===== config.mk =====
export PLATFORM = sky130hd
export DESIGN_NAME = sc_moving_sum
export DESIGN_NICKNAME = d
export VERILOG_FILES = /design/src/sc_dsp_pkg.sv /design/src/sc_moving_sum.sv
export SDC_FILE = /design/constraint.sdc
export NUM_CORES = 1
export LEC_CHECK = 0
export ABC_AREA = 0
export BUFFER_PORTS_ARGS = -buffer_cell sky130_fd_sc_hd__clkbuf_2
export CORE_MARGIN = 1
export CORE_UTILIZATION = 30
export CTS_BUF_LIST = sky130_fd_sc_hd__clkbuf_2 sky130_fd_sc_hd__clkbuf_4 sky130_fd_sc_hd__clkbuf_8
export DETAILED_ROUTE_END_ITERATION = 10
export GPL_ROUTABILITY_DRIVEN = 0
export PLACE_DENSITY = 0.48
export SYNTH_ARGS = -nofsm -noshare
export SYNTH_HDL_FRONTEND = slang
export SYNTH_SLANG_ARGS = --single-unit

===== constraint.sdc =====
create_clock -name clk -period 8.5 [get_ports clk]
set_input_delay 1.7 -clock clk [delete_from_list [all_inputs] [get_ports clk]]
set_output_delay 1.7 -clock clk [all_outputs]
set_load 0.01 [all_outputs]

===== src/sc_dsp_pkg.sv =====
package sc_dsp_pkg;

   // one I or Q component
   localparam int SAMPLE_W = 16;

   // product of two components plus one bit for the sum of two products
   localparam int CORR_W = 2 * SAMPLE_W + 1;

   // moving sum width with room for windows of up to 256 samples
   localparam int SUM_W = CORR_W + 8;

   typedef enum logic [1:0] {
      IDLE      = 2'd0,
      IN_REGION = 2'd1,
      REPORT    = 2'd2
   } det_state_t;

   typedef enum logic [1:0] {
      WAIT_TRIG = 2'd0,
      SKIP      = 2'd1,
      EMIT      = 2'd2
   } frm_state_t;

endpackage


===== src/sc_moving_sum.sv =====
`timescale 1ns/10ps

module sc_moving_sum #(
   parameter int WIN_LEN = 32
) (
   input  logic                                 clk,
   input  logic                                 i_rst_n,
   input  logic                                 i_adv,
   input  logic signed [sc_dsp_pkg::CORR_W-1:0] i_value,
   output logic signed [sc_dsp_pkg::SUM_W-1:0]  o_sum
);
   import sc_dsp_pkg::*;

   localparam int PTR_W = (WIN_LEN > 1) ? $clog2(WIN_LEN) : 1;
   // full window of CORR_W values without overflow
   localparam int ACC_W = CORR_W + PTR_W;

   logic signed [CORR_W-1:0] hist [WIN_LEN];
   logic [PTR_W-1:0]         wr_ptr;
   logic                     filled;
   logic signed [CORR_W-1:0] leaving;
   logic signed [ACC_W-1:0]  acc;

   // nothing leaves the window before it has filled once
   assign leaving = filled ? hist[wr_ptr] : '0;

   always_ff @(posedge clk) begin
      if (!i_rst_n) begin
         wr_ptr <= '0;
         filled <= 1'b0;
         acc    <= '0;
      end else if (i_adv) begin
         acc <= acc + ACC_W'(i_value) - ACC_W'(leaving);
         if (wr_ptr == PTR_W'(WIN_LEN - 1)) begin
            wr_ptr <= '0;
            filled <= 1'b1;
         end else begin
            wr_ptr <= wr_ptr + 1'b1;
         end
      end
   end

   always_ff @(posedge clk) begin
      if (i_adv) begin
         hist[wr_ptr] <= i_value;
      end
   end

   // sign extend to the common sum width
   assign o_sum = SUM_W'(acc);

endmodule


Yosys cells after proc, flatten, opt, wreduce, memory -nomap -nowiden --
Memory sizes are Yosys's and may differ from the RTL's. A register that Yosys moved wholly into a read port is not among the register bits. Index checks and enable logic that the tools add are counted.
Storage, ports and cells: word-level logic and storage cells 15, bits in registers 44, memories 1, memory bits (writable) 1056, input bits 36, output and inout port bits 41
Cells by class: $add $sub $neg 3, equal/unequal tests 1, reduce and logical (&&, ||, !) cells 1, muxes and demuxes 6
Memory list:
- hist | depth 32, width 33, read ports 1, clocked after memory_dff 1, write ports 1, line sc_moving_sum.sv:18 | logic signed [CORR_W-1:0] hist [WIN_LEN];
Operator list (number):
- $add 38x33->38 | 1
- $sub 38x33->38 | 1
- $mux 33 | 1
- $mux 5 | 3
- $add 5x1->5 const B | 1
- $eq 5x5->1 const B | 1
- $mux 1 | 2
- $reduce_and 2->1 | 1

Logic depth before layout (Yosys ltp) --
Gate-level depths: netlist of the first run.
word-level depth 4, mapped depth 20, gate-level depth less buffers 17

Worst setup path after synthesis of the first run --
No wires, ideal clock.
path kind in2reg, from in i_adv, to mem hist[7][0] (netlist bit) (enable), stages on the path 5, data arrival time 5.106 ns, setup time 0.464 ns, buffers on the path 3, data required time 8.036 ns, slack 2.930 ns, path through clkbuf_1 -> clkbuf_1 -> clkbuf_1 -> nand3_1 -> nor3_1
Between the ends: longest elaborated chain between the ends 2
Ends and longest elaborated chain:
- from (decl) | line sc_moving_sum.sv:8 | input logic i_adv,
- $mux 1 | line sc_moving_sum.sv:44 | if (i_adv) begin
- $mux 1 (implied by the code) | line sc_moving_sum.sv:45 | hist[wr_ptr] <= i_value;
- to (decl) | line sc_moving_sum.sv:18
No other way between the ends.

==> results of run 1 <==
## flip-flops by register name, summed over array words and instances (netlist names), named ones only
signal / count
acc: 38
hist: 1056
wr_ptr: 5
filled: 1
## worst register-to-register path, delay by kind of cell (launching register included)
| kind | cells | cell delay [ps] |
|---|---|---|
| multiplexers | 5 | 1820 |
| adder cells (fa/ha/maj) | 2 | 910 |
| AND/OR/NAND/NOR | 1 | 130 |
| flip-flops | 1 | 1030 |
| AO/OA/AOI/OAI | 5 | 1470 |
| buffers and inverters | 2 | 800 |
## worst max-delay path by stage
stage,startpoint,to,slack [ps],cells past startpoint
final,flop,acc[37]$_SDFFE_PN0P_,2270,15
after global routing,flop,acc[27]$_SDFFE_PN0P_,2000,16
after CTS,flop,acc[37]$_SDFFE_PN0P_,2260,15
after detailed placement,flop,acc[37]$_SDFFE_PN0P_,2270,15
after global placement,flop,acc[27]$_SDFFE_PN0P_,2320,16
after floorplan,i_adv,hist[7][0]$_DFFE_PP_,2930,5
## per-layer routing
layer,global-route usage,vias up,share of wire
met5,0,-,0.00045
met4,0.0411,12,0.017
met3,0.0332,182,0.054
met2,0.286,770,0.49
met1,0.237,12600,0.44
li1,-,9533,-
## power breakdown
part	switching [mW]	total, mW	internal, mW	leakage, nW
combinational	1.18	1.99	0.814	4.82
sequential	0.125	6.18	6.06	9.92
clock	2.16	4.72	2.56	1.91
total	3.46	12.9	9.43	16.6
## kinds of logic after synthesis
group | Yosys count | share of synthesized area
muxes | 382 | 0.175
xor gates and xnor gates | 24 | 0.00462
buffers and inverters | 267 | 0.0232
DFF | 1105 | 0.718
and+or+nand+nor | 237 | 0.0270
adders and majority gates | 81 | 0.0284
AOI/OAI and AO/OA | 158 | 0.0238
## placed cells by master, fill, tap and decap left out, types with 9 or more instances in the layout
master and instances:
edfxtp_1 1056, mux4_2 330, clkbuf_8 188, inv_1 156
clkbuf_2 76, clkbuf_4 58, nor2b_1 55, buf_4 53
mux2i_1 51, ha_1 44, nand2_1 43, dfxtp_1 43
a21oi_1 42, fa_1 37, clkinv_1 30, nor2_1 25
nor2_4 21, a21o_1 21, o21ai_0 21, nand3_1 20
clkinv_2 20, xnor2_1 13, nor3_2 12, and2_1 11
nor3_1 11, xor2_1 11, o211ai_1 10, nand2b_1 9
nand4_1 9
## layout make-up
type,count,area (um^2)
antenna,1,2.50
clock buffer,246,3020
fill,14000,97800
multi-input combinational,882,12000
tap,2016,2520
timing repair buffer,134,878
sequential,1105,32700
inverter,157,589
clock inverter,74,619
==> summary.txt, run 1 <==
Status
  – Outcome: finished, final reports clean

Timing
  – FMAX: around 160 MHz
  – Final Worst Setup Slack: ~2300 ps
  – Slew Limit Fails: 0
  – Worst Skew: 35.6 ps
  – Unrepaired setup endpoints after global routing: false
  – Final Critical Period: ~6200 ps
  – Fin crit share: 0.733
  – Max_slew headroom: 0.263
  – Fin. Hold Viols: 0
  – Setup violations, final: 0
  – Aggregate negative setup slack: 0 ps
  – Hold slack: 512 ps
  – Least-Margin Pin Slew: around 1100 ps

Critical path
  – Setup CP Type: reg -> reg
  – CP top delay family: multiplexers
  – CP arrival: roughly 7000 ps
  – Startpoint Class: flop
  – Crit. End Element: flop
  – R2r setup slk: around 2300 ps
  – Crit-path slowest cell: dfxtp_4
  – Crit path largest cell delay: about 1000 ps
  – Most common cell on crit path: mux2i_1
  – Worst-path cell chain: buf_4 -> mux4_2 -> mux4_2 -> mux2i_1 -> nor2b_1 -> fa_1 -> inv_1 -> ha_1 -> a21oi_1 -> o21ai_0 -> a211oi_4 -> a21oi_2 -> o41ai_2 -> mux2i_1 -> mux2i_1
  – Worst r2r path cells: 15
  – CP Buf/Inv Count: 2
  – Worst EP required: slightly above 9000 ps
  – R2R Path End: acc[37]$_SDFFE_PN0P_
  – CP Max Fanout: 57

CTS
  – Worst-path clk slew: 60 ps
  – CTS H-tree depth: 4
  – Hold Buf Count CTS: 0
  – Longest Clk Path Bufs: 3
  – Clock sink count: approximately 1100
  – CTS tree: built
  – Setup bufs post-CTS: 0
  – CTS resizes: 0
  – Inserted Clock Buffers: about 180
  – Clock Latency Late Sink: 890 ps
  – Clock root buffer: clkbuf_8

Global routing
  – Gr ovfl total: 0
  – Initial antenna violation count: 9
  – Vias in the first global route: approximately 24000
  – GRT Util Overall: 0.174
  – Largest net degree at the start of global routing: 77
  – First-pass GRT wire length: 185000 um

Synthesis
  – Synth Flop Type: edfxtp_1
  – Most frequent cells after synthesis: 1056 x edfxtp_1, 330 x mux4_2, 156 x inv_1
  – Yosys top cell area share: 0.697
  – Netlist cell types: 63
  – Cell Area, Synth: 45500 um^2
  – Syn Nets: about 2400
  – Post-synth EDFFs: ~1100
  – Post-Syn Area per Cell: between 20 and 25 um^2
  – Cell taking the most area after synthesis: edfxtp_1
  – Top-count cell post-synth: edfxtp_1
  – Post-Syn Instances: between 2000 and 2500
  – Ys async rst share: 0
  – Post-synthesis register bit count: roughly 1100
  – Seq/Total Area, Yosys: 0.718
  – Yosys Warn Count: 0
  – Synth area leaders: edfxtp_1 70%, mux4_2 16%, dfxtp_1 2.2%

Hold path
  – WHS Endpoint: acc[23]$_SDFFE_PN0P_
  – Hold Path Depth: 2
  – Origin of the worst min-delay path: acc[23]$_SDFFE_PN0P_
  – Hold crit path type: reg -> reg

Route
  – DRT antenna net count: 0
  – Initial DRC count: roughly 2200
  – Detailed-route wire length: 132000 um
  – WL per Instance: between 20 and 30 um
  – DR pass1 iterations: 5
  – Vias per cell: around 5
  – DRC: 0
  – Via count: between 20000 and 25000

Finish
  – Area delta synth->final: 15.0%
  – Fin util: 0.348
  – Final Instance Count excl. Fillers: around 4600
  – Final nets: 2576
  – Layout cells sized above 1: 0.310
  – Fin area: about 52000 um^2

Placed design
  – Dpl cells: 4294
  – Placement Setup Slack: between 2000 and 2500 ps
  – Placed cell area: between 40000 and 50000 um^2
  – Input/output buffers: between 70 and 80
  – DP Wirelength: 69200 um

Job
  – Max-Cap Viols: 0

Pwr
  – Ratio of total power to cell area: between 200 and 250 nW/um^2
  – Leak: 16.6 nW
  – Max IR drop VDD: roughly 0.15 mV
  – Total power: between 10 and 15 mW

Floorplanning
  – Full die area: 153000 um^2
  – Die boundary height: 391 um
  – # IOs: 77
  – Core Region: 150000 um^2
  – DIE WIDTH: slightly below 400 um
  – Initial Util: 0.303
  – Cell Rows: 142
(Power assumes the default switching activity.)
==> inputs of run 2 (changes only) <==
--- a/config.mk
+++ b/config.mk
@@ -5,7 +5,7 @@
 export SDC_FILE = /design/constraint.sdc
 export NUM_CORES = 1
 export LEC_CHECK = 0
-export ABC_AREA = 0
+export ABC_AREA = 1
 export BUFFER_PORTS_ARGS = -buffer_cell sky130_fd_sc_hd__clkbuf_2
 export CORE_MARGIN = 1
 export CORE_UTILIZATION = 30
==> constraint.sdc (replaced) <==
create_clock -name clk -period 6.3 [get_ports clk]
set_input_delay 1.26 -clock clk [delete_from_list [all_inputs] [get_ports clk]]
set_output_delay 1.26 -clock clk [all_outputs]
set_load 0.01 [all_outputs]
==> run 2 against run 1 <==
Against the previous run:
- combinational power is 25% higher
- maximum frequency grew 23%
- critical endpoint is now acc[21]$_SDFFE_PN0P_
- clock-buffer cell count up 31
- non-clock buffer count up 61
- hold slack improved by 6.4 ps
- clock power increased by 35%
- sequential power grew 33%
- worst setup slack lost 1000 ps
- global-route usage grew 2.1 points
- critical path depth grew 5
- sequential share of layout area is 1.7 points lower
==> summary.txt, run 2 <==
CTS
  – CTS H-tree depth: 4 (unchanged)
  – CTS resizes: 0 (unchanged)
  – Worst-path clk slew: 60 ps (about the same)
  – Inserted Clock Buffers: 184 (+2.8%)
  – Hold Buf Count CTS: 0 (unchanged)
  – Clock Latency Late Sink: 900 ps (about the same)
  – Clock root buffer: clkbuf_8
  – Longest Clk Path Bufs: 3 (unchanged)
  – Setup bufs post-CTS: 0 (unchanged)
  – Clock sink count: 1105 (unchanged)
  – CTS tree: built

Critical path
  – Setup CP Type: reg -> reg
  – R2r setup slk: 1220 ps (-1050 ps)
  – CP arrival: 5850 ps (-1180 ps)
  – Startpoint Class: flop
  – Crit. End Element: flop
  – Worst EP required: 7080 ps (-2210 ps)
  – CP Max Fanout: 71 (+25%)

Hold path
  – Hold crit path type: reg -> reg
  – Origin of the worst min-delay path: acc[0]$_SDFFE_PN0P_

Synthesis
  – Ys async rst share: 0 (unchanged)
  – Most frequent cells after synthesis: 1056 x edfxtp_1, 727 x nor2_1, 546 x o21ai_0
  – Cell taking the most area after synthesis: edfxtp_1
  – Yosys Warn Count: 0 (unchanged)
  – Yosys top cell area share: 0.674 (-0.0230)
  – Synth Flop Type: edfxtp_1
  – Cell Area, Synth: 47100 um^2 (+3.4%)
  – Mux share of post-synthesis cell area: 0 (-0.175)
  – Main combinational cell family by area after synthesis: compound AO/OA/AOI/OAI gates
  – Synth Area in Simple Gates: 0.103 (+0.0764)
  – Adder-Cell Fraction of Synth Area: 0.0274 (-0.000935)
  – Top-count cell post-synth: edfxtp_1
  – Post-Syn Instances: 3943 (+75%)
  – Post-synth EDFFs: 1056 (unchanged)
  – Post-synthesis register bit count: 1105 (unchanged)
  – XOR/XNOR share of the synthesized area: 0.00428 (-0.000338)
  – Post-Syn Area per Cell: 11.9 um^2 (-41%)
  – Synth area leaders: edfxtp_1 67%, o21ai_0 5.8%, nor2_1 5.8%
  – Seq/Total Area, Yosys: 0.695 (-0.0237)
  – Syn Nets: 4060 (+71%)
  – Complex-gate fraction of the synthesized area: 0.121 (+0.0974)
  – Netlist cell types: 33 (-48%)

Floorplanning
  – Full die area: 158000 um^2 (+3.4%)
  – Initial Util: 0.304 (+0.000588)
  – # IOs: 77 (unchanged)
  – Cell Rows: 144 (+1.4%)
  – Core Region: 155000 um^2 (+3.2%)
  – DIE WIDTH: 398 um (+1.7%)
  – Die boundary height: 398 um (+1.7%)

Pwr
  – Ratio of total power to cell area: 318 nW/um^2 (+29%)
  – Max IR drop VDD: 0.239 mV (+60%)
  – Leak: 18.6 nW (+12%)

Finish
  – Largest regs: hist: 1056 flops, acc: 38 flops, wr_ptr: 5 flops
  – Largest Register: hist
  – Fin util: 0.347 (-0.00120)
  – FF/Latch Area: 32700 um^2 (about the same)
  – Most frequent cells in the layout: 1056 x edfxtp_1, 695 x nor2_1, 546 x o21ai_0
  – Final nets: 4197 (+63%)
  – Multi-input combinational cell area: 12300 um^2 (+2.7%)
  – Most common cell after layout, fill and taps aside: edfxtp_1
  – Area delta synth->final: 14.3%
  – Max reg flops: 1056 (unchanged)
  – Layout fillers: 15400 (+9.8%)
  – Layout cells sized above 1: 0.127 (-0.183)

Placed design
  – Input/output buffers: 76 (unchanged)
  – Placement Setup Slack: 1250 ps (-1020 ps)
  – DP Wirelength: 89500 um (+29%)

Timing
  – Fin. Hold Viols: 0 (unchanged)
  – Hold slack: 518 ps (+6.38 ps)
  – Aggregate negative setup slack: 0 ps (unchanged)
  – Least-Margin Pin Slew: 1420 ps (+310 ps)
  – Slew Limit Fails: 0 (unchanged)
  – Final Critical Period: 5080 ps (-1150 ps)
  – Max_slew headroom: 0.0544 (-0.209)
  – Worst Skew: 41.1 ps (+5.45 ps)
  – Final Worst Setup Slack: 1220 ps (-1050 ps)
  – FMAX: 197 MHz (+23%)
  – Unrepaired setup endpoints after global routing: false
  – Fin crit share: 0.806 (+0.0731)
  – Setup violations, final: 0 (unchanged)

Global routing
  – First-pass GRT wire length: 223000 um (+21%)
  – GRT Util Overall: 0.194 (+0.0206)
  – Gr ovfl total: 0 (unchanged)
  – Vias in the first global route: 31400 (+29%)
  – Largest net degree at the start of global routing: 136 (+77%)
  – Initial antenna violation count: 9 (unchanged)

Route
  – Detailed-route wire length: 155000 um (+17%)
  – Metal-1 WL: 66400 um (+15%)
  – Initial DRC count: 2950 (+31%)
  – DR WL met3: 8340 um (+18%)
  – WL met2: 76200 um (+18%)
  – Via count: 31700 (+37%)
  – DR pass1 iterations: 6 (+1)
  – DRT antenna net count: 0 (unchanged)
  – WL per Instance: 24.7 um (-14%)
  – Vias per cell: 5.06 (+1.0%)
  – DRC: 0 (unchanged)
  – Top Metal Used: met5

Status
  – Outcome: finished, final reports clean

Job
  – Max-Cap Viols: 0 (unchanged)
==> run 2: path summary, 6_finish.rpt <==
path,endpoint,depth (start not counted)
setup / recovery,acc[21]$_SDFFE_PN0P_,20
hold / removal,acc[0]$_SDFFE_PN0P_,2
setup reg to reg,acc[21]$_SDFFE_PN0P_,20
hold reg to reg,acc[0]$_SDFFE_PN0P_,2
==> run 2: logic make-up (layout without fill, tap and decap cells) <==
family | count (synthesis) | count (layout)
xor gates and xnor gates | 23 | 23
DFF | 1105 | 1105
AOI/OAI and AO/OA | 967 | 967
other | 0 | 1
and+or+nand+nor | 1227 | 1227
adders and majority gates | 81 | 81
buffers and inverters | 540 | 820
==> run 2: critical path, stage by stage, from the launching register on <==
cell,delay [ps]
dfxtp_4,500
inv_8,450
buf_4,460
o21ai_0,150
o221ai_1,200
nand3_1,120
nand2_1,140
nor2_1,80
nor2_1,500
fa_1,520
inv_1,70
ha_1,300
nand2_1,150
inv_1,60
a21oi_1,280
nand2_1,90
nand2_1,70
nand3_1,210
xor2_1,230
o21ai_0,220
inv_1,60
==> run 2: metrics by stage <==
stage	cells	area, um^2	total power [mW]
after floorplan	3943	47100	10.0
after global placement	5938	50200	10.9
after detailed placement	5938	50200	10.9
after CTS	6267	53800	17.2
after global routing	6268	53800	17.8
final	6268	53800	17.1
==> run 2: layer usage <==
metal | global-route usage | vias to the layer above
li1 | - | 14500
met3 | 0.0304 | 234
met1 | 0.253 | 16000
met4 | 0.0606 | 8
met5 | 0 | -
met2 | 0.329 | 993
==> run 2: area by class of cell <==
| cell class | count | area share |
|---|---|---|
| inverter | 296 | 0.0212 |
| tap | 2044 | 0.0475 |
| clock inverter | 52 | 0.00616 |
| antenna | 1 | 0.0000465 |
| sequential | 1105 | 0.608 |
| timing repair buffer | 195 | 0.0274 |
| clock buffer | 277 | 0.0612 |
| multi-input combinational | 2298 | 0.229 |
==> run 2: report_power, final <==
| group | internal [mW] | switching [mW] | leakage (nW) |
|---|---|---|---|
| registers | 8.15 | 0.0894 | 9.92 |
| clock network | 3.41 | 2.95 | 1.93 |
| logic | 0.752 | 1.73 | 6.80 |
