File: src/sc_regs_pkg.sv
package sc_regs_pkg;

   localparam int ADDR_W     = 8;
   localparam int SET_DATA_W = 32;

   // offset, symbol length and symbol count
   localparam int CNT_W = 16;

   // threshold is a fraction of 256
   localparam int THRESH_W = 8;

   typedef enum logic [ADDR_W-1:0] {
      ADDR_THRESH   = 8'h00,
      ADDR_OFFSET   = 8'h01,
      ADDR_SYM_LEN  = 8'h02,
      ADDR_NUM_SYMS = 8'h03
   } reg_addr_t;

   localparam logic [THRESH_W-1:0] THRESH_DEF   = 8'd128;
   localparam logic [CNT_W-1:0]    OFFSET_DEF   = 16'd0;
   localparam logic [CNT_W-1:0]    SYM_LEN_DEF  = 16'd64;
   localparam logic [CNT_W-1:0]    NUM_SYMS_DEF = 16'd2;

endpackage

File: src/sc_settings_regs.sv
`timescale 1ns/10ps

module sc_settings_regs (
   input  logic                               clk,
   input  logic                               i_rst_n,
   input  logic                               i_set_stb,
   input  logic [sc_regs_pkg::ADDR_W-1:0]     i_set_addr,
   input  logic [sc_regs_pkg::SET_DATA_W-1:0] i_set_data,
   output logic [sc_regs_pkg::THRESH_W-1:0]   o_thresh,
   output logic [sc_regs_pkg::CNT_W-1:0]      o_offset,
   output logic [sc_regs_pkg::CNT_W-1:0]      o_sym_len,
   output logic [sc_regs_pkg::CNT_W-1:0]      o_num_syms
);
   import sc_regs_pkg::*;

   always_ff @(posedge clk) begin
      if (!i_rst_n) begin
         o_thresh   <= THRESH_DEF;
         o_offset   <= OFFSET_DEF;
         o_sym_len  <= SYM_LEN_DEF;
         o_num_syms <= NUM_SYMS_DEF;
      end else if (i_set_stb) begin
         // fields take the low bits of the write data
         case (reg_addr_t'(i_set_addr))
            ADDR_THRESH:   o_thresh   <= i_set_data[THRESH_W-1:0];
            ADDR_OFFSET:   o_offset   <= i_set_data[CNT_W-1:0];
            ADDR_SYM_LEN:  o_sym_len  <= i_set_data[CNT_W-1:0];
            ADDR_NUM_SYMS: o_num_syms <= i_set_data[CNT_W-1:0];
            default: begin
            end
         endcase
      end
   end

endmodule

File: config.mk
export PLATFORM = sky130hd
export DESIGN_NAME = sc_settings_regs
export DESIGN_NICKNAME = d
export VERILOG_FILES = /design/src/sc_regs_pkg.sv /design/src/sc_settings_regs.sv
export SDC_FILE = /design/constraint.sdc
export NUM_CORES = 1
export LEC_CHECK = 0
export BUFFER_PORTS_ARGS = -buffer_cell sky130_fd_sc_hd__buf_2
export CORE_UTILIZATION = 24
export CTS_CLUSTER_SIZE = 14
export DETAILED_ROUTE_END_ITERATION = 12
export GPL_TIMING_DRIVEN = 0
export SYNTH_ARGS = -nofsm -noshare
export SYNTH_HDL_FRONTEND = slang
export SYNTH_SLANG_ARGS = --single-unit
File: constraint.sdc
create_clock -name clk -period 1.6 [get_ports clk]
set_clock_uncertainty 0.15 [all_clocks]
set_input_delay 0.08 -clock clk [delete_from_list [all_inputs] [get_ports clk]]
set_output_delay 0.08 -clock clk [all_outputs]
set_load 0.005 [all_outputs]
; Yosys cells after proc, flatten, opt, wreduce, memory -nomap -nowiden
; Index checks and enable logic that the tools add are counted.
[classes]
eq_ne = 3
reduce_logical = 5
[op_table]
columns = op, count
row1 = $eq A8 B2 Y1 const B, 2
row2 = $eq A8 B1 Y1 const B, 1
row3 = $logic_not A8 Y1, 1
row4 = $reduce_and A2 Y1, 4
[totals]
ff_bits = 56
in_bits = 43
out_inout_bits = 56
elab_cells = 12

; Depth between registers and ports, before layout
; Gate-level depths: netlist of run 1.
[depth]
ltp_word = 2
mapped_depth = 5
mapped_depth_nobuf = 3

; Worst setup path after synthesis of run 1
; OpenSTA, ideal clock, no wires.
[synth_path]
path_type = in2reg
start = input port i_set_addr[6] (netlist name)
end = register o_offset[4] (netlist name)
setup_time_ns = 0.072
arrival_time_ns = 1.148
required_time_ns = 1.378
setup_slack_ns = 0.230
stages = 5
path_buffers = 2
cell_sequence = nor4b_4 and4b_1 buf_6 buf_8 mux2i_1
[synth_via]
elab_chain_cells = 2
[synth_lines]
columns = element, line_no
row1 = "start, declared", sc_settings_regs.sv:7  ; input logic [sc_regs_pkg::ADDR_W-1:0] i_set_addr,
row2 = $eq A8 B1 Y1, sc_settings_regs.sv:24  ; case (reg_addr_t'(i_set_addr))
row3 = $reduce_and A2 Y1 (no source line), -
row4 = "end signal, assigned", sc_settings_regs.sv:26  ; ADDR_OFFSET: o_offset <= i_set_data[CNT_W-1:0];
row5 = "end, declared", sc_settings_regs.sv:10  ; output logic [sc_regs_pkg::CNT_W-1:0] o_offset,
; Every way passes these cells.
; A chain may end at the register's enable or synchronous reset.

; Final worst setup path of run 1
[layout_path]
start = input port i_set_addr[6] (netlist name)
end = register o_offset[11] (netlist name)
; The elaborated chain is that of the path after synthesis.

==> metrics.md, run 1 <==
| Metric | Value |
|---|---|
| Status | completed |
| Final Hold Fails | 0 |
| Critical path fanouts, max | 10 |
| Yosys top cell area share | 52.31% |
| Initial antenna violation count | 0 |
| Post-synthesis cell count | 207 |
| Data arrival, critical path | 1400 ps |
| # rows | 34 |
| Worst R2R End | o_sym_len[9] |
| Power per Cell Area | 828.8 mW/mm² |
| Congestion Overflow GR | 0 |
| FF-to-FF path depth | 2 |
| Antenna cell count | 0 |
| Ranking of synthesized cells by area | dfxtp_1 (52%), mux2i_1 (26%), nand2_1 (12%), nor2b_1 (1.8%), clkbuf_1 (1.4%) |
| Netlist cell types | 16 |
| Die width | 96.50 µm |
| R2R Setup Slk | 790 ps |
| Post-Route WL | 5709 µm |
| Minimum clock period | 1319 ps |
| Dpl cell area | 0.002684 mm² |
| Predominant post-synthesis flop cell | dfxtp_1 |
| Worst setup EP type | register |
| Post-synth EDFFs | 0 |
| Share of layout cells above drive strength 1 | 30.77% |
| Avg Vias per Cell | 4.231 |
| Post-route cell area | 0.002952 mm² |
| Synth cell count leaders | nand2_1 (69), dfxtp_1 (56), mux2i_1 (56) |
| Num ports | 99 |
| Critical Path RT | 1680 ps |
| Synthesized area per cell | 10.35 µm² |
| Antenna viol nets, final | 0 |
| Relative slew slack | 63.29% |
| Worst-case clock buffer depth | 2 |
| Mapped Area | 0.002143 mm² |
| Clock tree sinks | 56 |
| Most frequent cell after synthesis | nand2_1 |
| Num CTS Buffers | 5 |
| 1st-pass router iterations | 4 |
| Worst hold path class | input pin to register |
| Worst Setup SP | i_set_addr[6] |
| Remaining DRCs | 0 |
| Place WS | -67.10 ps |
| First-pass GRT wire length | 8473 µm |
| Fill cell count | 931 |
| Startpoint type of the worst setup path | input pin |
| Final period utilization | 82.41% |
| Root Driver | clkbuf_8 |
| CTS clk-pin slew, worst paths | 100 ps |
| Iter 0 DRT Violations | 60 |
| Post-Syn Nets | 250 |
| Pin count of the biggest net entering global routing | 17 |
| Routed vias | 1777 |
| Vias in the first global route | 1762 |
| FF-to-FF Start | o_sym_len[9] |
| Wirelength per Cell | 13.59 µm |
| Fmax | 758.4 MHz |
| Htree depth | 2 |
| Critical path capture point | o_offset[11] |
| Post-synth ARST share | 0% |
| Die Height | 96.50 µm |
| Pins Over Slew Limit | 0 |
| Final setup vio count | 0 |
| Post-synthesis register bit count | 56 |
| Post-cts sizing count | 0 |
| Sequential-to-total area share from yosys stat | 52.31% |
| Number of setup buffers added after CTS | 0 |
| Worst-Skew Late Latency | 300 ps |
| Worst ir drop on vdd | 0.5659 mV |
| Final #Nets | 354 |
| Synth area leader | dfxtp_1 |
| Max-Cap Viols | 0 |
| Core footprint | 0.008678 mm² |
| GRT Resource Usage Total | 12.29% |
| Worst slew pin tran | 550.6 ps |
| RSZ-0062 raised after global routing | false |
| Synth warn | 0 |
| Final worst slack | 281.5 ps |
| CTS tree | yes |
| Routability-driven placement congestion ratio | 0.7119 |
| Area grow syn2layout | 37.71% |
| Leakage Power | 1.486 nW |
| PortBufs | 81 |
| TNS Setup | 0 ps |
| Initial core utilization | 24.70% |
| Detailed Place HPWL | 4155 µm |
| Setup CP Type | input pin to register |
| Full die area | 0.009312 mm² |
-- where the power goes --
group	total (mW)	internal [mW]	switching [mW]	leakage, nW
clock	0.902	0.465	0.436	0.0552
sequential	1.40	1.39	0.000835	0.451
combinational	0.150	0.0680	0.0817	0.980
total	2.45	1.93	0.519	1.49
-- through the flow --
stage | hold slack (ps) | util (%) | std cells | power (mW)
finish | 21.72 | 34.01 | 420 | 2.446
global route | 19.64 | 34.01 | 420 | 2.540
CTS | 21.36 | 34.01 | 420 | 2.479
detailed placement | 214.1 | 30.93 | 396 | 1.549
global placement | 205.2 | 30.93 | 396 | 1.548
floorplan | 90.40 | - | 207 | 1.484
-- cell usage in the layout (no fill, tap or decap) --
cell,instances
nand3_2,1
buf_8,1
nand2_1,69
clkbuf_1,9
buf_2,82
dlygate4sd3_1,16
and4b_1,1
nor4b_4,1
dfxtp_1,56
clkinv_2,1
nand4_4,1
bufinv_16,1
buf_6,2
buf_4,1
nor4_1,1
and3b_1,1
clkbuf_8,5
mux2i_1,56
nor3_1,1
nor2b_1,6
-- layer usage --
| layer | share of wire [%] | vias up | GRT usage [%] |
|---|---|---|---|
| li1 | - | 892 | - |
| met1 | 44 | 843 | 14.46 |
| met5 | 0 | - | 0 |
| met2 | 50 | 37 | 21.65 |
| met3 | 5.0 | 5 | 3.599 |
| met4 | 1.2 | 0 | 3.309 |
-- what timing repair did --
item                                    4_1_cts  5_1_grt
hold endpoints to repair                     56        0
endpoints found under the setup margin        0        0
hold buffers                                 16        0
-- logic make-up (layout without fill, tap and decap cells) --
logic type | after synthesis | after routing | synth area share [%]
simple gates | 82 | 82 | 17.81
mux | 56 | 56 | 26.15
flops | 56 | 56 | 52.31
buf+inv | 13 | 118 | 3.736
-- layout make-up --
cell class / instances / area [µm²] / share of cell area [%]
buffer: 13 / 80.08 / 2.713
clock buffer: 6 / 72.57 / 2.459
clock inverter: 2 / 35.03 / 1.187
multi-input combinational: 138 / 942.2 / 31.92
sequential: 56 / 1121 / 37.98
tap: 108 / 135.1 / 4.578
timing repair buffer: 97 / 565.5 / 19.16
-- sequential cells by signal (all words and copies together) (netlist names) --
signal      cells
o_num_syms     16
o_offset       16
o_sym_len      16
o_thresh        8
-- worst min path at each step --
| stage | slack, ps | end | from | cells past startpoint |
|---|---|---|---|---|
| final | 20 | o_num_syms[4] | i_set_addr[0] | 3 |
| after global routing | 20 | o_num_syms[4] | i_set_addr[0] | 3 |
| after CTS | 20 | o_num_syms[4] | i_set_addr[0] | 3 |
| after detailed placement | 210 | o_sym_len[6] | i_set_data[6] | 3 |
| after global placement | 210 | o_sym_len[6] | i_set_data[6] | 3 |
| after floorplan | 90 | o_sym_len[6] | i_set_data[6] | 2 |
-- worst max-delay path, cell delays in order --
cell and delay [ps]:
buf_2 110, nor4b_4 400, and4b_1 280, buf_6 160, buf_8 170, mux2i_1 190
No activity file was read; power rests on OpenSTA's default activity.
==> run 2, diff against run 1 <==
Clock period 1.6 ns to 1.2 ns, I/O delays scaled along.
==> metrics.md, run 2 (synthesis results as in run 1) <==
| Metric | Value |
|---|---|
| Final period utilization | 94.76% |
| Die width | 96.50 µm (unchanged) |
| Root Driver | clkbuf_8 |
| Remaining DRCs | 0 (unchanged) |
| Critical Path RT | 1280 ps (-400 ps) |
| Hold Path Depth | 3 (unchanged) |
| FF-to-FF path depth | 2 (unchanged) |
| PortBufs | 81 (unchanged) |
| Routability-driven placement congestion ratio | 0.6996 (-1.7%) |
| Final #Nets | 367 (+3.7%) |
| Power per Cell Area | 1188 mW/mm² (+43%) |
| Avg Vias per Cell | 4.240 (+0.22%) |
| Critical path fanouts, max | 8 (-2) |
| Hold_ws | 77.00 ps (+55.28 ps) |
| Worst-Skew Late Latency | 300 ps (about the same) |
| Antenna viol nets, final | 0 (unchanged) |
| Worst R2R End | o_offset[14] |
| Area grow syn2layout | 46.35% |
| Worst slew pin tran | 572.7 ps (+22.03 ps) |
| Fmax | 879.4 MHz |
| Htree depth | 2 (unchanged) |
| Fill cell count | 921 (-1.1%) |
| Core footprint | 0.008678 mm² (unchanged) |
| Initial core utilization | 24.70% (unchanged) |
| Iter 0 DRT Violations | 49 (-18%) |
| First-pass GRT wire length | 9301 µm (+9.8%) |
| Placed Cells | 396 (unchanged) |
| CTS clk-pin slew, worst paths | 100 ps (about the same) |
| Congestion Overflow GR | 0 (unchanged) |
| Final Hold Fails | 0 (unchanged) |
| FF-to-FF Start | o_offset[14] |
| Worst hold path class | input pin to register |
| Vias in the first global route | 1870 (+6.1%) |
| R2R Setup Slk | 430 ps (-360 ps) |
| CTS tree | yes |
| Most frequent cells in the layout | buf_2 (79), nand2_1 (69), mux2i_1 (56), dfxtp_1 (56), dlygate4sd3_1 (16) |
| Post-Route WL | 5942 µm (+4.1%) |
| Minimum clock period | 1137 ps |
| Pins Over Slew Limit | 0 (unchanged) |
| Routed vias | 1836 (+3.3%) |
| TNS Setup | 0 ps (unchanged) |
| Worst ir drop on vdd | 0.5134 mV (-9.3%) |
| Worst Hold Launch | i_rst_n |
| Number of non-filler instances in the completed layout | 433 (+3.1%) |
| Worst-case clock buffer depth | 2 (unchanged) |
| Max-Cap Viols | 0 (unchanged) |
| Dpl cell area | 0.002690 mm² (+0.23%) |
| Initial antenna violation count | 0 (unchanged) |
| Status | completed |
| Min-Delay Endpoint | o_num_syms[0] |
| Die Height | 96.50 µm (unchanged) |
| Final setup vio count | 0 (unchanged) |
| Final Util | 36.14% (+2.1 points) |
| RSZ-0062 raised after global routing | true |
| Share of layout cells above drive strength 1 | 34.15% (+3.4 points) |
| Startpoint type of the worst setup path | input pin |
| Worst setup EP type | register |
| Post-route cell area | 0.003137 mm² (+6.3%) |
| # rows | 34 (unchanged) |
| GRT Resource Usage Total | 13.26% (+0.97 points) |
| 1st-pass router iterations | 4 (unchanged) |
| Full die area | 0.009312 mm² (unchanged) |
| Relative slew slack | 61.82% (-1.5 points) |
| Antenna cell count | 0 (unchanged) |
| Setup CP Type | input pin to register |
| Leakage Power | 1.580 nW (+6.3%) |
| Data arrival, critical path | 1220 ps (-180 ps) |
| Pin count of the biggest net entering global routing | 18 (+1) |
| Num ports | 99 (unchanged) |
| Num CTS Buffers | 5 (unchanged) |
| Wirelength per Cell | 13.72 µm (+0.96%) |
| Leading cell type in the layout, fill and taps excluded | buf_2 |
| Clock tree sinks | 56 (unchanged) |
| Regs by FF count | o_num_syms: 16 flops, o_offset: 16 flops, o_sym_len: 16 flops |
| Detailed Place HPWL | 4158 µm (about the same) |
run 2: per-layer routing:
metal	up-vias	track usage (%)	wire length (µm)	share of wire [%]
li1	911	-	-	-
met1	887	15.31	2509	42
met2	36	23.71	3076	52
met3	2	3.834	328	5.5
met4	0	3.676	27	0.45
met5	-	0	0	0
run 2: where the power goes:
group / total [mW] / leakage [nW] / internal (mW) / switching [mW]
sequential: 1.86 / 0.451 / 1.86 / 0.00111
combinational: 0.210 / 1.05 / 0.0970 / 0.113
clock: 1.66 / 0.0784 / 1.04 / 0.613
run 2: through the flow:
stage                     setup slack, ps  total power [mW]
final                               62.89             3.726
after floorplan                    -142.6             1.979
after global routing               -6.418             3.874
after global placement             -384.9             2.066
after CTS                           2.499             3.779
after detailed placement           -442.7             2.068
run 2: worst max-delay path: stages:
cell,delay (ps)
buf_2,120
nor4_1,420
and3b_1,240
buf_6,170
mux2i_1,200
run 2: layout make-up:
| type | instances | area, µm² | area share (%) |
|---|---|---|---|
| buffer | 13 | 98.84 | 3.151 |
| clock buffer | 5 | 68.82 | 2.194 |
| clock inverter | 3 | 90.09 | 2.872 |
| multi-input combinational | 138 | 947.2 | 30.20 |
| sequential | 56 | 1121 | 35.74 |
| tap | 108 | 135.1 | 4.308 |
| timing repair buffer | 110 | 675.6 | 21.54 |
run 2: repair_timing:
action,CTS,global route
endpoints found under the hold margin,56,0
hold buffers,16,0
resized for setup,1,5
buffers inserted,3,10
setup endpoints to repair,20,26
pin swaps,2,2
run 2: how the worst max path moves through the flow:
stage                             start  slack (ps)  cells past startpoint             to
final                     i_set_addr[0]          60                      5    o_thresh[3]
after detailed placement  i_set_addr[0]        -440                      5  o_sym_len[14]
after global placement    i_set_addr[2]        -380                      6    o_offset[4]
after floorplan           i_set_addr[2]        -140                      5    o_offset[4]
after CTS                 i_set_addr[6]           2                      6    o_offset[9]
after global routing      i_set_addr[2]          -6                      6    o_thresh[2]
==> run 3, diff against run 2 <==
Settings changed: RECOVER_POWER set to 50.
==> metrics.md, run 3 (synthesis results as in run 1) <==
| Metric | Value |
|---|---|
| Status | completed |
| CTS clk-pin slew, worst paths | 100 ps (about the same) |
| Iter 0 DRT Violations | 49 (unchanged) |
| PortBufs | 81 (unchanged) |
| First-pass GRT wire length | 9301 µm (unchanged) |
| Congestion Overflow GR | 0 (unchanged) |
| Power per Cell Area | 1205 mW/mm² (+1.5%) |
| M2 GR Usage | 23.71% (unchanged) |
| Worst hold path class | input pin to register |
| Avg Vias per Cell | 4.238 (about the same) |
| CP Cell Sequence | buf_2 > nor4_1 > and3b_1 > buf_6 > mux2i_1 |
| Pins Over Slew Limit | 0 (unchanged) |
| Final setup vio count | 0 (unchanged) |
| Place WS | -442.7 ps (unchanged) |
| Share of layout cells above drive strength 1 | 23.08% (-11 points) |
| Antenna cell count | 0 (unchanged) |
| Area grow syn2layout | 44.25% |
| Setup CP Type | input pin to register |
| Crit-path slowest cell | nor4_1 |
| Die Height | 96.50 µm (unchanged) |
| # rows | 34 (unchanged) |
| Die width | 96.50 µm (unchanged) |
| Post-Route WL | 5976 µm (+0.57%) |
| Routed vias | 1835 (-0.054%) |
| Regs by FF count | o_num_syms: 16 flops, o_offset: 16 flops, o_sym_len: 16 flops |
| Clock tree sinks | 56 (unchanged) |
| Startpoint type of the worst setup path | input pin |
| Detailed Place HPWL | 4158 µm (unchanged) |
| Critical Path RT | 1280 ps (about the same) |
| Initial core utilization | 24.70% (unchanged) |
| Num ports | 99 (unchanged) |
| Worst slew pin tran | 568.0 ps (-4.708 ps) |
| Data arrival, critical path | 1220 ps (about the same) |
| CTS tree | yes |
| Fmax | 880.0 MHz (about the same) |
| Final Hold Fails | 0 (unchanged) |
| Most frequent cells in the layout | nand2_1 (69), mux2i_1 (56), dfxtp_1 (56), clkbuf_1 (44), buf_2 (43) |
| Critical path's largest stage delay | 420 ps (about the same) |
| Final period utilization | 94.70% (about the same) |
| Minimum clock period | 1136 ps (-0.6901 ps) |
| Worst setup EP type | register |
| Final Util | 35.63% (-0.52 points) |
| Final worst slack | 63.58 ps (+0.6901 ps) |
| 1st-pass router iterations | 4 (unchanged) |
| Htree depth | 2 (unchanged) |
| Routability-driven placement congestion ratio | 0.6996 (unchanged) |
| Remaining DRCs | 0 (unchanged) |
| Critical path fanouts, max | 8 (unchanged) |
| Relative slew slack | 62.14% (+0.31 points) |
| Worst-Skew Late Latency | 310 ps (about the same) |
| Fill cell count | 933 (+1.3%) |
| Initial antenna violation count | 0 (unchanged) |
| Buf/Inv on CP | 2 (unchanged) |
| Num CTS Buffers | 5 (unchanged) |
| Core footprint | 0.008678 mm² (unchanged) |
| Worst-case clock buffer depth | 2 (unchanged) |
| Leakage Power | 1.424 nW (-9.9%) |
| Worst ir drop on vdd | 0.5141 mV (+0.13%) |
| Final #Nets | 367 (unchanged) |
| Met3 usage | 3.834% (unchanged) |
| RSZ-0062 raised after global routing | true |
| Max-Cap Viols | 0 (unchanged) |
| CP delay by family, top | simple AND/OR/NAND/NOR gates |
| Wirelength per Cell | 13.80 µm (+0.57%) |
| GR peak layer | met2 |
| GRT Resource Usage Total | 13.26% (unchanged) |
| Full die area | 0.009312 mm² (unchanged) |
| Pin count of the biggest net entering global routing | 18 (unchanged) |
| Antenna viol nets, final | 0 (unchanged) |
| Leading cell type in the layout, fill and taps excluded | nand2_1 |
| Vias in the first global route | 1870 (unchanged) |
| Root Driver | clkbuf_8 |
| Met1 Use GR | 15.31% (unchanged) |
## run 3: changes by cell type in the layout (fill, tap and decap cells not counted), sizes merged
| cell | delta |
|---|---|
| buf | -36 |
| clkbuf | +36 |
## run 3: metal layers
layer	vias up	share of wire, %
met4	0	0.45
met2	36	52
met1	886	43
met3	2	5.1
met5	-	0
li1	911	-
## run 3: layout make-up
cell class / count / area [µm²] / share of cell area (%)
buffer: 13 / 98.84 / 3.197
clock buffer: 5 / 68.82 / 2.226
clock inverter: 3 / 90.09 / 2.914
multi-input combinational: 138 / 947.2 / 30.64
sequential: 56 / 1121 / 36.26
tap: 108 / 135.1 / 4.371
timing repair buffer: 110 / 630.6 / 20.40
## run 3: where the power goes
part	internal (mW)	total, mW	switching (mW)
Sequential	1.86	1.86	0.00116
Clock	1.04	1.66	0.614
Combinational	0.0966	0.210	0.113
## run 3: final timing paths
check           startpoint             to  slack (ps)  depth (start not counted)
min reg2reg    o_thresh[2]    o_thresh[2]         310                          2
max reg2reg   o_offset[14]   o_offset[14]         420                          2
max          i_set_addr[0]    o_thresh[3]          60                          5
min                i_rst_n  o_num_syms[0]          70                          3
## run 3: repair_timing
action,CTS,global route
resized for setup,1,5
setup buffers,3,10
hold buffers,16,0
hold endpoints to repair,56,0
setup endpoints to repair,20,26
pin swaps,2,2
## run 3: worst register-to-register path: cells and delay by family (launching register included)
family / cells / cell delay, ps
flip-flops: 1 / 350
multiplexers: 1 / 160
AND/OR/NAND/NOR: 1 / 60
## run 3: metrics by stage
stage / hold WS, ps / std cells / instance area [µm²] / setup TNS, ps / power (mW)
floorplan: 70.40 / 207 / 2150 / -2455 / 1.979
global placement: 183.5 / 396 / 2690 / -15260 / 2.066
detailed placement: 197.3 / 396 / 2690 / -17160 / 2.068
CTS: 47.30 / 423 / 3037 / 0 / 3.779
global route: 106.3 / 433 / 3092 / -11.83 / 3.873
finish: 74.54 / 433 / 3092 / 0 / 3.727
